--- src/raycast_pkg.sv ---
package raycast_pkg;

    // field widths shared by the whole renderer
    localparam int COL_W   = 9;   // up to 512 columns
    localparam int ROW_W   = 8;   // up to 256 rows
    localparam int TEX_W   = 5;   // 32x32 procedural texture space
    localparam int ADDR_W  = 16;  // frame buffer word address
    localparam int COLOR_W = 16;  // RGB565

    localparam logic [COLOR_W-1:0] BACKGROUND_COLOR = 16'hFFFF;
    localparam logic [COLOR_W-1:0] BLACK_WALL       = 16'h0000;
    localparam logic [COLOR_W-1:0] BRICK_RED        = 16'hF800;
    localparam logic [COLOR_W-1:0] MORTAR_GRAY      = 16'h8410;
    localparam logic [COLOR_W-1:0] CHECK_GREEN      = 16'h07E0;
    localparam logic [COLOR_W-1:0] CHECK_BLUE       = 16'h001F;
    localparam logic [COLOR_W-1:0] SHADE_MASK       = 16'h7BEF;  // drops the bit shifted across channels

    // values 6..15 are unnamed and render as background
    typedef enum logic [3:0] {
        MAP_EMPTY    = 4'd0,
        MAP_BLACK    = 4'd1,
        MAP_PATTERN  = 4'd2,
        MAP_BRICK    = 4'd3,
        MAP_CHECKER  = 4'd4,
        MAP_GRADIENT = 4'd5
    } map_type_t;

    typedef struct packed {
        logic [COL_W-1:0] col;
        logic [7:0]       line_height;
        logic             wall_side;  // 1 = y wall
        map_type_t        map_type;
        logic [15:0]      wall_x;
    } ray_record_t;

    typedef struct packed {
        logic [COL_W-1:0] col;
        logic [ROW_W-1:0] draw_start;
        logic [ROW_W-1:0] draw_end;
        logic             wall_side;
        map_type_t        map_type;
        logic [TEX_W-1:0] tex_u;
    } column_t;

    typedef struct packed {
        logic [COL_W-1:0] col;
        logic [ROW_W-1:0] row;
        logic             in_wall;
        logic [TEX_W-1:0] tex_v;
        logic             wall_side;
        map_type_t        map_type;
        logic [TEX_W-1:0] tex_u;
        logic             last;
    } row_req_t;

    typedef struct packed {
        logic [ADDR_W-1:0]  addr;
        logic [COLOR_W-1:0] color;
        logic               last;
    } pixel_write_t;

endpackage

--- src/column_decoder.sv ---
`timescale 1ns/1ps

module column_decoder import raycast_pkg::*; #(
    parameter int SCREEN_HEIGHT = 180
) (
    input  logic        pixel_clk_in,
    input  logic        rst_in,
    input  logic        load,
    input  ray_record_t ray_data,
    output column_t     column
);

    localparam logic [8:0] HALF_HEIGHT = 9'(SCREEN_HEIGHT / 2);
    localparam logic [8:0] MAX_END     = 9'(SCREEN_HEIGHT);

    logic [8:0]       half;
    logic [8:0]       end_sum;
    logic [ROW_W-1:0] start_next;
    logic [ROW_W-1:0] end_next;

    // wall span around the horizon line
    always_comb begin
        half    = {2'b00, ray_data.line_height[7:1]};
        end_sum = HALF_HEIGHT + half;
        // tall walls would start above the screen
        if (half > HALF_HEIGHT) begin
            start_next = '0;
        end else begin
            start_next = ROW_W'(HALF_HEIGHT - half);
        end
        if (end_sum > MAX_END) begin
            end_next = ROW_W'(MAX_END);  // clip at the bottom row
        end else begin
            end_next = ROW_W'(end_sum);
        end
    end

    always_ff @(posedge pixel_clk_in) begin
        if (load) begin
            column.col        <= ray_data.col;
            column.draw_start <= start_next;
            column.draw_end   <= end_next;
            column.wall_side  <= ray_data.wall_side;
            column.map_type   <= ray_data.map_type;
            column.tex_u      <= ray_data.wall_x[15:11];  // top bits pick the texture column
        end
    end

    // a freshly loaded column always has an ordered span
    span_ordered_a: assert property (
        @(posedge pixel_clk_in) disable iff (rst_in)
        load |=> (column.draw_start <= column.draw_end)
    );

endmodule

--- src/column_walker.sv ---
`timescale 1ns/1ps

module column_walker import raycast_pkg::*; #(
    parameter int SCREEN_HEIGHT = 180
) (
    input  logic     pixel_clk_in,
    input  logic     rst_in,
    input  logic     ray_valid,
    input  logic     ray_last,
    input  logic     frame_buff_ready,
    output logic     ray_ready,
    output logic     load,
    input  column_t  column,
    output logic     row_valid,
    output row_req_t row_req
);

    localparam logic [ROW_W-1:0] LAST_ROW = ROW_W'(SCREEN_HEIGHT - 1);

    typedef enum logic [1:0] {
        WAIT_RAY,
        FLATTEN,
        WAIT_FRAME
    } walk_state_t;

    walk_state_t      state;
    logic [ROW_W-1:0] row_cnt;
    logic             last_col;  // current column closes the frame
    logic             final_row;
    logic             in_wall;
    logic [ROW_W-1:0] span_off;

    assign ray_ready = (state == WAIT_RAY);
    assign load      = ray_valid && ray_ready;
    assign final_row = (row_cnt == LAST_ROW);

    always_comb begin
        in_wall  = (row_cnt >= column.draw_start) && (row_cnt < column.draw_end);
        span_off = row_cnt - column.draw_start;  // only the low bits matter
    end

    always_ff @(posedge pixel_clk_in) begin
        if (rst_in) begin
            state     <= WAIT_RAY;
            row_cnt   <= '0;
            last_col  <= 1'b0;
            row_valid <= 1'b0;
        end else begin
            row_valid <= (state == FLATTEN);  // one row per flatten cycle
            case (state)
                WAIT_RAY: begin
                    if (load) begin
                        last_col <= ray_last;
                        row_cnt  <= '0;
                        state    <= FLATTEN;
                    end
                end
                FLATTEN: begin
                    if (final_row) begin
                        row_cnt <= '0;
                        // end of frame waits for the frame buffer
                        if (last_col && !frame_buff_ready) begin
                            state <= WAIT_FRAME;
                        end else begin
                            state <= WAIT_RAY;
                        end
                    end else begin
                        row_cnt <= row_cnt + 1'b1;
                    end
                end
                WAIT_FRAME: begin
                    if (frame_buff_ready) begin
                        state <= WAIT_RAY;
                    end
                end
                default: state <= WAIT_RAY;
            endcase
        end
    end

    always_ff @(posedge pixel_clk_in) begin
        if (state == FLATTEN) begin
            row_req.col       <= column.col;
            row_req.row       <= row_cnt;
            row_req.in_wall   <= in_wall;
            row_req.tex_v     <= span_off[TEX_W-1:0];
            row_req.wall_side <= column.wall_side;
            row_req.map_type  <= column.map_type;
            row_req.tex_u     <= column.tex_u;
            row_req.last      <= last_col && final_row;
        end
    end

    row_in_range_a: assert property (
        @(posedge pixel_clk_in) disable iff (rst_in)
        row_valid |-> (row_req.row < SCREEN_HEIGHT)
    );

    // rows of one column leave back to back
    rows_contiguous_a: assert property (
        @(posedge pixel_clk_in) disable iff (rst_in)
        (row_valid && (row_req.row != LAST_ROW))
            |=> row_valid && (row_req.row == $past(row_req.row) + 1'b1)
    );

    // the decoded column stays put until the walker is idle again
    load_from_idle_a: assert property (
        @(posedge pixel_clk_in) disable iff (rst_in)
        (state != WAIT_RAY) |=> $stable(column)
    );

endmodule

--- src/texel_shader.sv ---
`timescale 1ns/1ps

module texel_shader import raycast_pkg::*; #(
    parameter int SCREEN_WIDTH = 320
) (
    input  logic         pixel_clk_in,
    input  logic         rst_in,
    input  logic         row_valid,
    input  row_req_t     row_req,
    output logic         pixel_valid,
    output pixel_write_t pixel
);

    logic [ADDR_W-1:0]  addr_c;
    logic [COLOR_W-1:0] base_color;
    logic [4:0]         pattern_blue;
    logic               wall_color;  // colour came from a wall, so it may be shaded

    // stage one registers
    logic         s1_valid;
    logic         s1_shade;
    pixel_write_t s1_pix;

    assign addr_c = ADDR_W'(row_req.col) + ADDR_W'(row_req.row) * ADDR_W'(SCREEN_WIDTH);

    always_comb begin
        pattern_blue = 5'(row_req.col[8:4] + row_req.row[7:3]);
        base_color   = BACKGROUND_COLOR;
        wall_color   = 1'b0;
        if (row_req.in_wall) begin
            case (row_req.map_type)
                MAP_EMPTY: begin
                    base_color = BACKGROUND_COLOR;
                end
                MAP_BLACK: begin
                    base_color = BLACK_WALL;
                    wall_color = 1'b1;
                end
                MAP_PATTERN: begin
                    base_color = {row_req.col[8:4], row_req.row[7:2], pattern_blue};
                    wall_color = 1'b1;
                end
                MAP_BRICK: begin
                    // mortar lines every eighth texel in both directions
                    if ((row_req.tex_v[2:0] == 3'd0) || (row_req.tex_u[2:0] == 3'd0)) begin
                        base_color = MORTAR_GRAY;
                    end else begin
                        base_color = BRICK_RED;
                    end
                    wall_color = 1'b1;
                end
                MAP_CHECKER: begin
                    if (row_req.tex_u[3] != row_req.tex_v[3]) begin
                        base_color = CHECK_GREEN;
                    end else begin
                        base_color = CHECK_BLUE;
                    end
                    wall_color = 1'b1;
                end
                MAP_GRADIENT: begin
                    base_color = {row_req.tex_u, row_req.tex_v, 1'b0, 5'd0};  // red u, green v
                    wall_color = 1'b1;
                end
                default: begin
                    base_color = BACKGROUND_COLOR;  // unused map types
                end
            endcase
        end
    end

    always_ff @(posedge pixel_clk_in) begin
        if (rst_in) begin
            s1_valid    <= 1'b0;
            pixel_valid <= 1'b0;
        end else begin
            s1_valid    <= row_valid;
            pixel_valid <= s1_valid;
        end
    end

    // stage one: address and raw colour
    always_ff @(posedge pixel_clk_in) begin
        if (row_valid) begin
            s1_pix.addr  <= addr_c;
            s1_pix.color <= base_color;
            s1_pix.last  <= row_req.last;
            s1_shade     <= wall_color && row_req.wall_side;
        end
    end

    // stage two: y walls get half brightness per channel
    always_ff @(posedge pixel_clk_in) begin
        if (s1_valid) begin
            pixel.addr <= s1_pix.addr;
            pixel.last <= s1_pix.last;
            if (s1_shade) begin
                pixel.color <= (s1_pix.color >> 1) & SHADE_MASK;
            end else begin
                pixel.color <= s1_pix.color;
            end
        end
    end

endmodule

--- src/raycast_column_renderer.sv ---
`timescale 1ns/1ps

module raycast_column_renderer import raycast_pkg::*; #(
    parameter int SCREEN_WIDTH  = 320,
    parameter int SCREEN_HEIGHT = 180
) (
    input  logic         pixel_clk_in,
    input  logic         rst_in,
    input  logic         ray_valid,
    input  ray_record_t  ray_data,
    input  logic         ray_last,
    output logic         ray_ready,
    input  logic         frame_buff_ready,
    output logic         pixel_valid,
    output pixel_write_t pixel
);

    logic     load;
    column_t  column;
    logic     row_valid;
    row_req_t row_req;

    column_decoder #(
        .SCREEN_HEIGHT(SCREEN_HEIGHT)
    ) decoder0 (
        .pixel_clk_in(pixel_clk_in),
        .rst_in      (rst_in),
        .load        (load),
        .ray_data    (ray_data),
        .column      (column)
    );

    // walker owns the ray handshake
    column_walker #(
        .SCREEN_HEIGHT(SCREEN_HEIGHT)
    ) walker0 (
        .pixel_clk_in    (pixel_clk_in),
        .rst_in          (rst_in),
        .ray_valid       (ray_valid),
        .ray_last        (ray_last),
        .frame_buff_ready(frame_buff_ready),
        .ray_ready       (ray_ready),
        .load            (load),
        .column          (column),
        .row_valid       (row_valid),
        .row_req         (row_req)
    );

    texel_shader #(
        .SCREEN_WIDTH(SCREEN_WIDTH)
    ) shader0 (
        .pixel_clk_in(pixel_clk_in),
        .rst_in      (rst_in),
        .row_valid   (row_valid),
        .row_req     (row_req),
        .pixel_valid (pixel_valid),
        .pixel       (pixel)
    );

endmodule

--- config.mk ---
export PLATFORM = sky130hd
export DESIGN_NAME = raycast_column_renderer
export DESIGN_NICKNAME = d
export VERILOG_FILES = /design/src/raycast_pkg.sv /design/src/column_decoder.sv /design/src/column_walker.sv /design/src/texel_shader.sv /design/src/raycast_column_renderer.sv
export SDC_FILE = /design/constraint.sdc
export NUM_CORES = 1
export LEC_CHECK = 0
export BUFFER_PORTS_ARGS = -buffer_cell sky130_fd_sc_hd__buf_2
export CAP_MARGIN = 5
export CORE_AREA = 2 2 125 127
export DETAILED_ROUTE_END_ITERATION = 12
export DIE_AREA = 0 0 127 129
export GPL_ROUTABILITY_DRIVEN = 0
export GPL_TIMING_DRIVEN = 0
export SLEW_MARGIN = 30
export SYNTH_ARGS = -nofsm -noshare
export SYNTH_HDL_FRONTEND = slang
export SYNTH_SLANG_ARGS = --single-unit
--- constraint.sdc ---
create_clock -name pixel_clk_in -period 3.26 [get_ports pixel_clk_in]
set_input_delay 0 -clock pixel_clk_in [delete_from_list [all_inputs] [get_ports pixel_clk_in]]
set_output_delay 0 -clock pixel_clk_in [all_outputs]
set_load 0.1 [all_outputs]
# Yosys cells after proc, flatten, opt, wreduce, memory -nomap -nowiden
# Cells that the tools add are included.
# classes
n_reduce_logical,15
order_cmp,4
multipliers,1
n_eq_ne,12
n_mux,14
n_addsub,6
# ops
operator,n
case mux 16 bit (5 select lines),1
2-to-1 mux 15 bit,2
adder 9 x 16 -> 16 bit,1
2-to-1 mux 8 bit,2
case mux 8 bit (2 select lines),1
2-to-1 mux 11 bit,1
multiplier 8 x 3 -> 10 bit (second input constant),1
greater-than comparator 9 x 8 -> 1 bit (second input constant),1
adder 7 x 7 -> 8 bit (first input constant),1
adder 8 x 1 -> 8 bit (second input constant),1
== test 4 x 2 -> 1 bit (second input constant),2
== test 4 x 3 -> 1 bit (second input constant),2
== test 8 bit (second input constant),1
greater-or-equal comparator 8 bit,1
less-than comparator 8 bit,1
2-to-1 mux 2 bit,4
subtractor 7 x 7 -> 8 bit (first input constant),1
greater-than comparator 7 bit (second input constant),1
zero test 3 bit,2
case mux 2 bit (3 select lines),1
adder 5 bit,1
logical AND 1 bit,5
OR reduction 5 bit,1
subtractor 5 bit,1
13 further kinds,16
# word_totals
output_inout_bits,35
register_bits,150
wordCells,80

# Depth between registers and ports, before layout
# Gate-level depths: netlist of the first run.
# depth
depth_word,5
ltp_mapped,8

# By module
# A second synthesis of the first run with hierarchy kept.
# unflattened
cells_unflattened,478
hier_area_um2,6749.0
# modules_own_cells
module,seq_area_each_um2,cells_each,area_each_um2,n_inst
texel_shader,2052.0,216,3233.1,1
column_walker,1261.2,165,2067.0,1
column_decoder,1051.0,97,1448.9,1

# Worst setup path after synthesis of the first run
# Ideal clock, no wire load.
# synth_path
kind,register to register
from,reg walker0.state[0]
to,"reg, netlist name decoder0.column[0]"
setup_time_ns,0.390
path_slack_ns,0.236
t_arrival_ns,2.634
path_buffers,0
path_stages_with_launch,4
period_less_slack_ns,3.024
cell_sequence,dfxtp_1 nor2_1 nand2_1 inv_1
# synth_between
elab_chain_len,2
# synth_lines
element,line,text
"start, declared",column_walker.sv:26,walk_state_t state;
"start signal, assigned",column_walker.sv:44,state <= WAIT_RAY;
"start signal, assigned",column_walker.sv:55,state <= FLATTEN;
"start signal, assigned",column_walker.sv:63,state <= WAIT_FRAME;
zero test 2 bit,column_walker.sv:33,assign ray_ready = (state == WAIT_RAY);
named net ray_ready,raycast_column_renderer.sv:12,"output logic ray_ready,"
logical AND 1 bit,column_walker.sv:34,assign load = ray_valid && ray_ready;
named net decoder0.load,column_decoder.sv:8,"input logic load,"
# The timed path passes the listed nets, and every way through them passes these cells.
# A chain may end at the register's enable or synchronous reset.

# Final worst setup path of the first run
# layout_path
from,"reg, netlist name walker0.row_req[20]"
to,reg shader0.s1_pix[32] (netlist bit) (data pin)
# layout_between
elab_chain_len,2
# layout_lines
element,line,text
multiplier 8 x 3 -> 10 bit,texel_shader.sv:24,assign addr_c = ADDR_W'(row_req.col) + ADDR_W'(row_req.row) * ADDR_W'(SCREEN_WIDTH);
adder 9 x 16 -> 16 bit,texel_shader.sv:24,
named net shader0.addr_c[15],texel_shader.sv:14,logic [ADDR_W-1:0] addr_c;
"end, declared",texel_shader.sv:22,pixel_write_t s1_pix;
# The timed path passes the listed nets, and every way through them passes these cells.

==> flow_summary_export.csv, run 1 <==
group,metric,value,unit
power_and_ir_drop,power_leakage,0.00310,µW
clocking,cts_buffer_depth,2,
worst_hold_path,min_from,"ray_data[24]",
place,portBuffers,63,
yosys,synth_edf_count,136,
routing,drc,0,
worst_setup_path,worstPathArrival,2.91,ns
routing,vias,3941,
clocking,clock_latency,0.41,ns
place,dp.cells,716,
floorplanning,fp-row-count,45,
worst_setup_path,worst-path-max-fanout,4,
routing,wl,11100,µm
final_layout,final_cell_mix,"136 x edfxtp_1, 65 x buf_2, 40 x ha_1, 38 x inv_1, 30 x nor2_1",
clocking,cts_root_buffer,"clkbuf_16",
status,outcome,"completed",
yosys,syn_nets,552,
routing,drtIter0Drc,143,
routing,firstDrtPassIters,4,
final_layout,drive_above_1_share,0.208,
clocking,htree_levels,4,
floorplanning,core_area,15000,µm²
sta,setup_tns,0,ns
routing,vias_per_cell,5.09,
final_layout,fillers,1266,
floorplanning,ioPinCount,78,
yosys,syn_inst,465,
yosys,yosysTopAreaCell,"edfxtp_1",
worst_setup_path,crit_slowest_cell,"edfxtp_1",
power_and_ir_drop,p_sw,1090,µW
power_and_ir_drop,combPwrFrac,0.094,
final_layout,multiInputGateArea,2060,µm²
sta,grt_setup_unrepaired,"no",
power_and_ir_drop,power.internal,3530,µW
grt,antenna_found_initial,0,
sta,finalSetupViolCount,0,
power_and_ir_drop,seq_power_share,0.491,
yosys,synth_top_area_frac,0.617,
sta,maxSlewHeadroom,0.416,
grt,grt_pass1_vias,3975,
power_and_ir_drop,clkPwrFrac,0.415,
power_and_ir_drop,switching_share,0.236,
yosys,yosysWarnings,0,
routing,ant_nets,0,
final_layout,layout.nets,661,
worst_setup_path,timing.rr.end,"shader0.s1_pix[32]",
power_and_ir_drop,pwr_density_cell,575,nW/µm²
floorplanning,die_area,16400,µm²
clocking,cts_sinks,150,
sta,fmax,0.364,GHz
grt,grt_usage,0.147,
worst_setup_path,crit_path_cell_trace,"ha_1 > ha_1 > fa_1 > a211oi_1 > nor2_1 > xor2_1 > nand4_1 > xnor2_1",
sta,slew_violations,0,
grt,gr-total-overflow,0,
worst_setup_path,rrSetupSlack,0.51,ns
clocking,numCtsBuffers,17,
clocking,clkTransAtPathRegs,0.06,ns
final_layout,syn2layout_area_growth,21.4,%
yosys,yosys_most_used_dff,"edfxtp_1",
sta,min_period,2.75,ns
worst_setup_path,cpPeakStageDelay,0.50,ns
yosys,synthTopCellsByArea,"edfxtp_1 62%, ha_1 7.6%, dfxtp_1 4.2%, inv_1 2.3%, xnor2_1 2.2%",
yosys,synth_area_per_cell,14.2,µm²
clocking,cts_tree,"yes",
final_layout,diodes,0,
sta,min_period_over_period,0.844,
floorplanning,die_w,127,µm
yosys,async_reset_ff_frac,0,
yosys,synth_cell_types,59,
sta,hold_viol,0,
sta,finalClockSkew,0.00775,ns
sta,tightest_slew,0.869,ns
worst_setup_path,rr_worst_depth,8,
worst_setup_path,critPathTopFamily,"adder cells",
worst_hold_path,hold_end,"decoder0.column[20]",
place,dp_hpwl,7790,µm
final_layout,final-instance-count-excl-fill,775,
worst_setup_path,crit-reg2reg-launch,"walker0.row_req[20]",
worst_setup_path,crit_buf_inv,0,
routing,wl_per_cell,14.3,µm
worst_setup_path,end_kind,"register",
sta,whs,0.0403,ns
worst_setup_path,worst_ep_required_time,3.42,ns
yosys,syn-cell-area,6620,µm²
worst_setup_path,critPathKind,"reg -> reg",
floorplanning,die_y,129,µm
yosys,synth-seq-area-share,0.659,
final_layout,register_area,4370,µm²
power_and_ir_drop,peakVddDrop,0.426,mV
flow_run,cap_violations,0,
final_layout,final_common_cell,"edfxtp_1",
worst_hold_path,min_path_type,"in -> reg",
clocking,post-cts-setup-buffers,0,
floorplanning,start_util,0.442,
worst_setup_path,cpMostUsedCell,"ha_1",
worst_hold_path,holdPathStages,3,
grt,grt_pass1_wl,18800,µm
yosys,ys_ff_latch,150,
worst_setup_path,startpoint_type,"register",
grt,grt_max_degree,38,
tightest hold or removal path: stages:
cell,delay (ns)
buf_2,0.15
xnor2_1,0.09
nor2_1,0.09
repair_timing:
action | CTS | global route
hold buffers | 27 | 0
resized for setup | 0 | 0
hold endpoints to repair | 34 | 0
Yosys cell counts (2+ instances only):
master	n
edfxtp_1	136
ha_1	40
inv_1	40
nor2_1	30
a21oi_1	19
xnor2_1	17
dfxtp_1	14
nand2_1	14
o21ai_0	14
mux2_2	13
nor2b_1	13
a21o_1	8
a221o_1	8
xor2_1	8
nand3_1	6
a211oi_1	5
nand2b_1	5
nand4_1	5
and3_1	4
clkbuf_1	4
fa_1	4
nor3b_1	4
or3_1	4
a31oi_1	3
nor3_1	3
o21a_1	3
a21boi_0	2
a22oi_1	2
a311oi_1	2
and2_1	2
buf_1	2
buf_2	2
nand3b_1	2
o21bai_1	2
worst max path at each step:
stage,slack (ns),start,cells past startpoint,to
floorplan,0.24,walker0.state[0],3,decoder0.column[0]
global placement,0.59,walker0.row_req[20],8,shader0.s1_pix[32]
detailed placement,0.55,walker0.row_req[20],8,shader0.s1_pix[32]
CTS,0.52,walker0.row_req[20],8,shader0.s1_pix[32]
global route,0.37,walker0.row_req[20],8,shader0.s1_pix[32]
finish,0.51,walker0.row_req[20],8,shader0.s1_pix[32]
layout make-up:
class	count	area share
Buffer	9	0.00545
Inverter	40	0.0187
Clock inverter	15	0.0210
Clock buffer	17	0.0529
Sequential cell	150	0.543
Tap cell	188	0.0293
Timing Repair Buffer	90	0.0728
Multi-Input combinational cell	266	0.257
metrics by stage:
step | cell area (µm²) | total power [µW] | util | setup slack (ns)
floorplan | 6620 | 2610 | - | 0.236
global placement | 7170 | 2710 | 0.479 | 0.590
detailed placement | 7180 | 2720 | 0.479 | 0.548
CTS | 8040 | 4670 | 0.537 | 0.517
global route | 8040 | 4820 | 0.537 | 0.370
finish | 8040 | 4620 | 0.537 | 0.510
routing by layer:
metal | track usage | part of all wire
met5 | 0 | 0
met4 | 0.0730 | 0.025
met3 | 0.0324 | 0.037
met2 | 0.258 | 0.51
met1 | 0.172 | 0.42
kinds of logic (layout without fill, tap and decap cells):
logic type	after synthesis	after routing	share of synthesized area
compound gates	82	82	0.0856
xor+xnor	25	25	0.0331
fa+ha+maj	44	44	0.0877
buf+inv	49	171	0.0293
flops	150	150	0.659
mux	13	13	0.0221
simple gates	102	102	0.0833
flip-flops by register name, summed over array words and instances (netlist names):
signal / cells
walker0.last_col: 1
shader0.pixel_valid: 1
shader0.s1_valid: 1
walker0.state: 2
shader0.s1_shade: 1
walker0.row_req: 34
decoder0.column: 35
shader0.pixel: 33
walker0.row_cnt: 8
shader0.s1_pix: 33
walker0.row_valid: 1
power groups by stage:
stage	clock network (µW)	logic [µW]	registers, µW
2_1_floorplan	0	256	2360
3_3_place_gp	0	399	2310
3_5_place_dp	0	410	2310
4_1_cts	1960	438	2270
5_1_grt	2050	487	2280
6_report	1920	436	2270
No activity file was read; power rests on OpenSTA's default activity.
==> run 2: changes to the inputs <==
- clock period: 3.26 -> 2.8 ns (I/O delays scaled with it)
==> run 2 against run 1 <==
Die area unchanged. Combinational power is 16% higher. Global-route usage decreased by 0.14 points. Sequential share of layout area unchanged. Critical path depth did not move. Flip-flop and latch count did not move. Final cell count rose by 0.13%. First-iteration DRC count grew 29%. Maximum frequency is 2.7% higher. Highest routed layer unchanged. Sequential power rose by 16%. Final area unchanged.
==> flow_summary_export.csv, run 2 (same netlist as run 1, synthesis figures left out) <==
group,metric,value,unit
worst_setup_path,crit_buf_inv,0,
worst_hold_path,min_path_type,"in -> reg",
grt,grt_pass1_wl,18400,µm
sta,finalClockSkew,0.00994,ns
sta,setup_tns,0,ns
clocking,cts_tree,"yes",
sta,min_period,2.68,ns
floorplanning,die_y,129,µm
worst_setup_path,rrSetupSlack,0.12,ns
final_layout,fin_util,0.537,
clocking,clkTransAtPathRegs,0.06,ns
worst_setup_path,worst_ep_required_time,2.97,ns
clocking,clock_latency,0.42,ns
flow_run,cap_violations,0,
grt,grt_max_degree,38,
worst_setup_path,endpoint,"shader0.s1_pix[32]",
worst_setup_path,rr_worst_depth,8,
routing,vias,3963,
worst_setup_path,worstPathArrival,2.84,ns
floorplanning,ioPinCount,78,
final_layout,fillers,1280,
worst_setup_path,path_depth,8,
status,outcome,"completed",
power_and_ir_drop,p_sw,1260,µW
routing,vias_per_cell,5.11,
final_layout,final_common_cell,"edfxtp_1",
routing,firstDrtPassIters,5,
routing,drc,0,
floorplanning,die_w,127,µm
worst_setup_path,critPathTopFamily,"adder cells",
place,dp_hpwl,7730,µm
final_layout,drive_above_1_share,0.206,
routing,wl_per_cell,14.5,µm
worst_setup_path,worst-path-max-fanout,4,
power_and_ir_drop,power.internal,4100,µW
grt,gr-total-overflow,0,
sta,min_period_over_period,0.956,
routing,ant_nets,0,
grt,grt_usage,0.146,
final_layout,register_area,4370,µm²
floorplanning,core_area,15000,µm²
final_layout,final_cell_mix,"136 x edfxtp_1, 65 x buf_2, 40 x ha_1, 38 x inv_1, 29 x nor2_1",
power_and_ir_drop,clkPwrFrac,0.412,
clocking,cts_root_buffer,"clkbuf_16",
power_and_ir_drop,seq_power_share,0.494,
final_layout,multiInputGateArea,2070,µm²
worst_setup_path,startpoint_type,"register",
worst_setup_path,timing.rr.end,"shader0.s1_pix[32]",
sta,slew_violations,0,
worst_setup_path,end_kind,"register",
power_and_ir_drop,switching_share,0.235,
power_and_ir_drop,peakVddDrop,0.416,mV
final_layout,layout.nets,662,
grt,grt_pass1_vias,3870,
worst_setup_path,crit_path_start,"walker0.row_req[20]",
clocking,cts_buffer_depth,2,
worst_setup_path,critPathKind,"reg -> reg",
clocking,post-cts-setup-buffers,0,
place,portBuffers,63,
clocking,ctsHoldBuffers,28,
power_and_ir_drop,power_leakage,0.00310,µW
final_layout,largest_register,"decoder0.column",
clocking,cts_sinks,150,
floorplanning,start_util,0.442,
sta,fmax,0.373,GHz
floorplanning,fp-row-count,45,
grt,antenna_found_initial,0,
floorplanning,die_area,16400,µm²
final_layout,largest_reg_flops,35,
routing,wl,11200,µm
sta,hold_viol,0,
power_and_ir_drop,pwr_density_cell,666,nW/µm²
sta,grt_setup_unrepaired,"no",
final_layout,reg.largest.list,"decoder0.column x35, walker0.row_req x34",
worst_setup_path,crit_path_cell_trace,"ha_1 > ha_1 > fa_1 > a211oi_1 > nor2_1 > xor2_1 > nand4_1 > xnor2_1",
clocking,numCtsBuffers,17,
routing,drtIter0Drc,184,
power_and_ir_drop,combPwrFrac,0.095,
sta,finalSetupViolCount,0,
worst_setup_path,crit-reg2reg-launch,"walker0.row_req[20]",
final_layout,diodes,0,
sta,maxSlewHeadroom,0.436,
worst_setup_path,crit_slowest_cell,"edfxtp_1",
worst_setup_path,cpPeakStageDelay,0.49,ns
sta,whs,0.0399,ns
worst_setup_path,cpMostUsedCell,"ha_1",
clocking,cts_resized,0,
clocking,htree_levels,4,
sta,tightest_slew,0.840,ns
final_layout,syn2layout_area_growth,21.4,%
[run 2: how the worst min path moves through the flow]
stage	cells after the start	end	startpoint	slack, ns
floorplan	1	shader0.pixel_valid	rst_in	0.07
global placement	2	walker0.state[1]	frame_buff_ready	0.17
detailed placement	2	walker0.state[1]	frame_buff_ready	0.17
CTS	2	decoder0.column[16]	ray_data[27]	0.03
global route	3	decoder0.column[22]	ray_data[26]	0.06
finish	3	decoder0.column[22]	ray_data[26]	0.04
[run 2: power groups by stage]
stage                     clock network, µW  logic [µW]  registers, µW
after floorplan                           0         299           2740
after global placement                    0         465           2690
after detailed placement                  0         477           2690
after CTS                              2260         510           2650
after global routing                   2340         564           2660
final                                  2200         506           2640
[run 2: final cells by class]
type / instances / area share
Inverter: 40 / 0.0187
Clock inverter: 14 / 0.0190
Tap cell: 188 / 0.0293
Clock buffer: 18 / 0.0534
Multi-Input combinational cell: 266 / 0.257
Sequential cell: 150 / 0.543
Timing Repair Buffer: 91 / 0.0741
Buffer: 9 / 0.00545
[run 2: tightest hold or removal path, cell delays in order]
cell,delay [ns]
buf_2,0.15
xor2_1,0.08
nor2_1,0.10
[run 2: per-stage QoR]
stage	instances	cell area, µm²	total power [µW]	setup slack, ns
after floorplan	465	6630	3040	0.303
after CTS	776	8040	5410	0.120
final	776	8040	5350	0.122
after global routing	776	8040	5560	0.0108
after global placement	716	7180	3160	0.136
after detailed placement	716	7180	3170	0.141
[run 2: routing by layer]
metal,track usage,share of wire,vias to the layer above
li1,-,-,1954
met5,0,0,-
met1,0.168,0.42,1881
met2,0.251,0.50,99
met4,0.0847,0.031,0
met3,0.0333,0.044,29
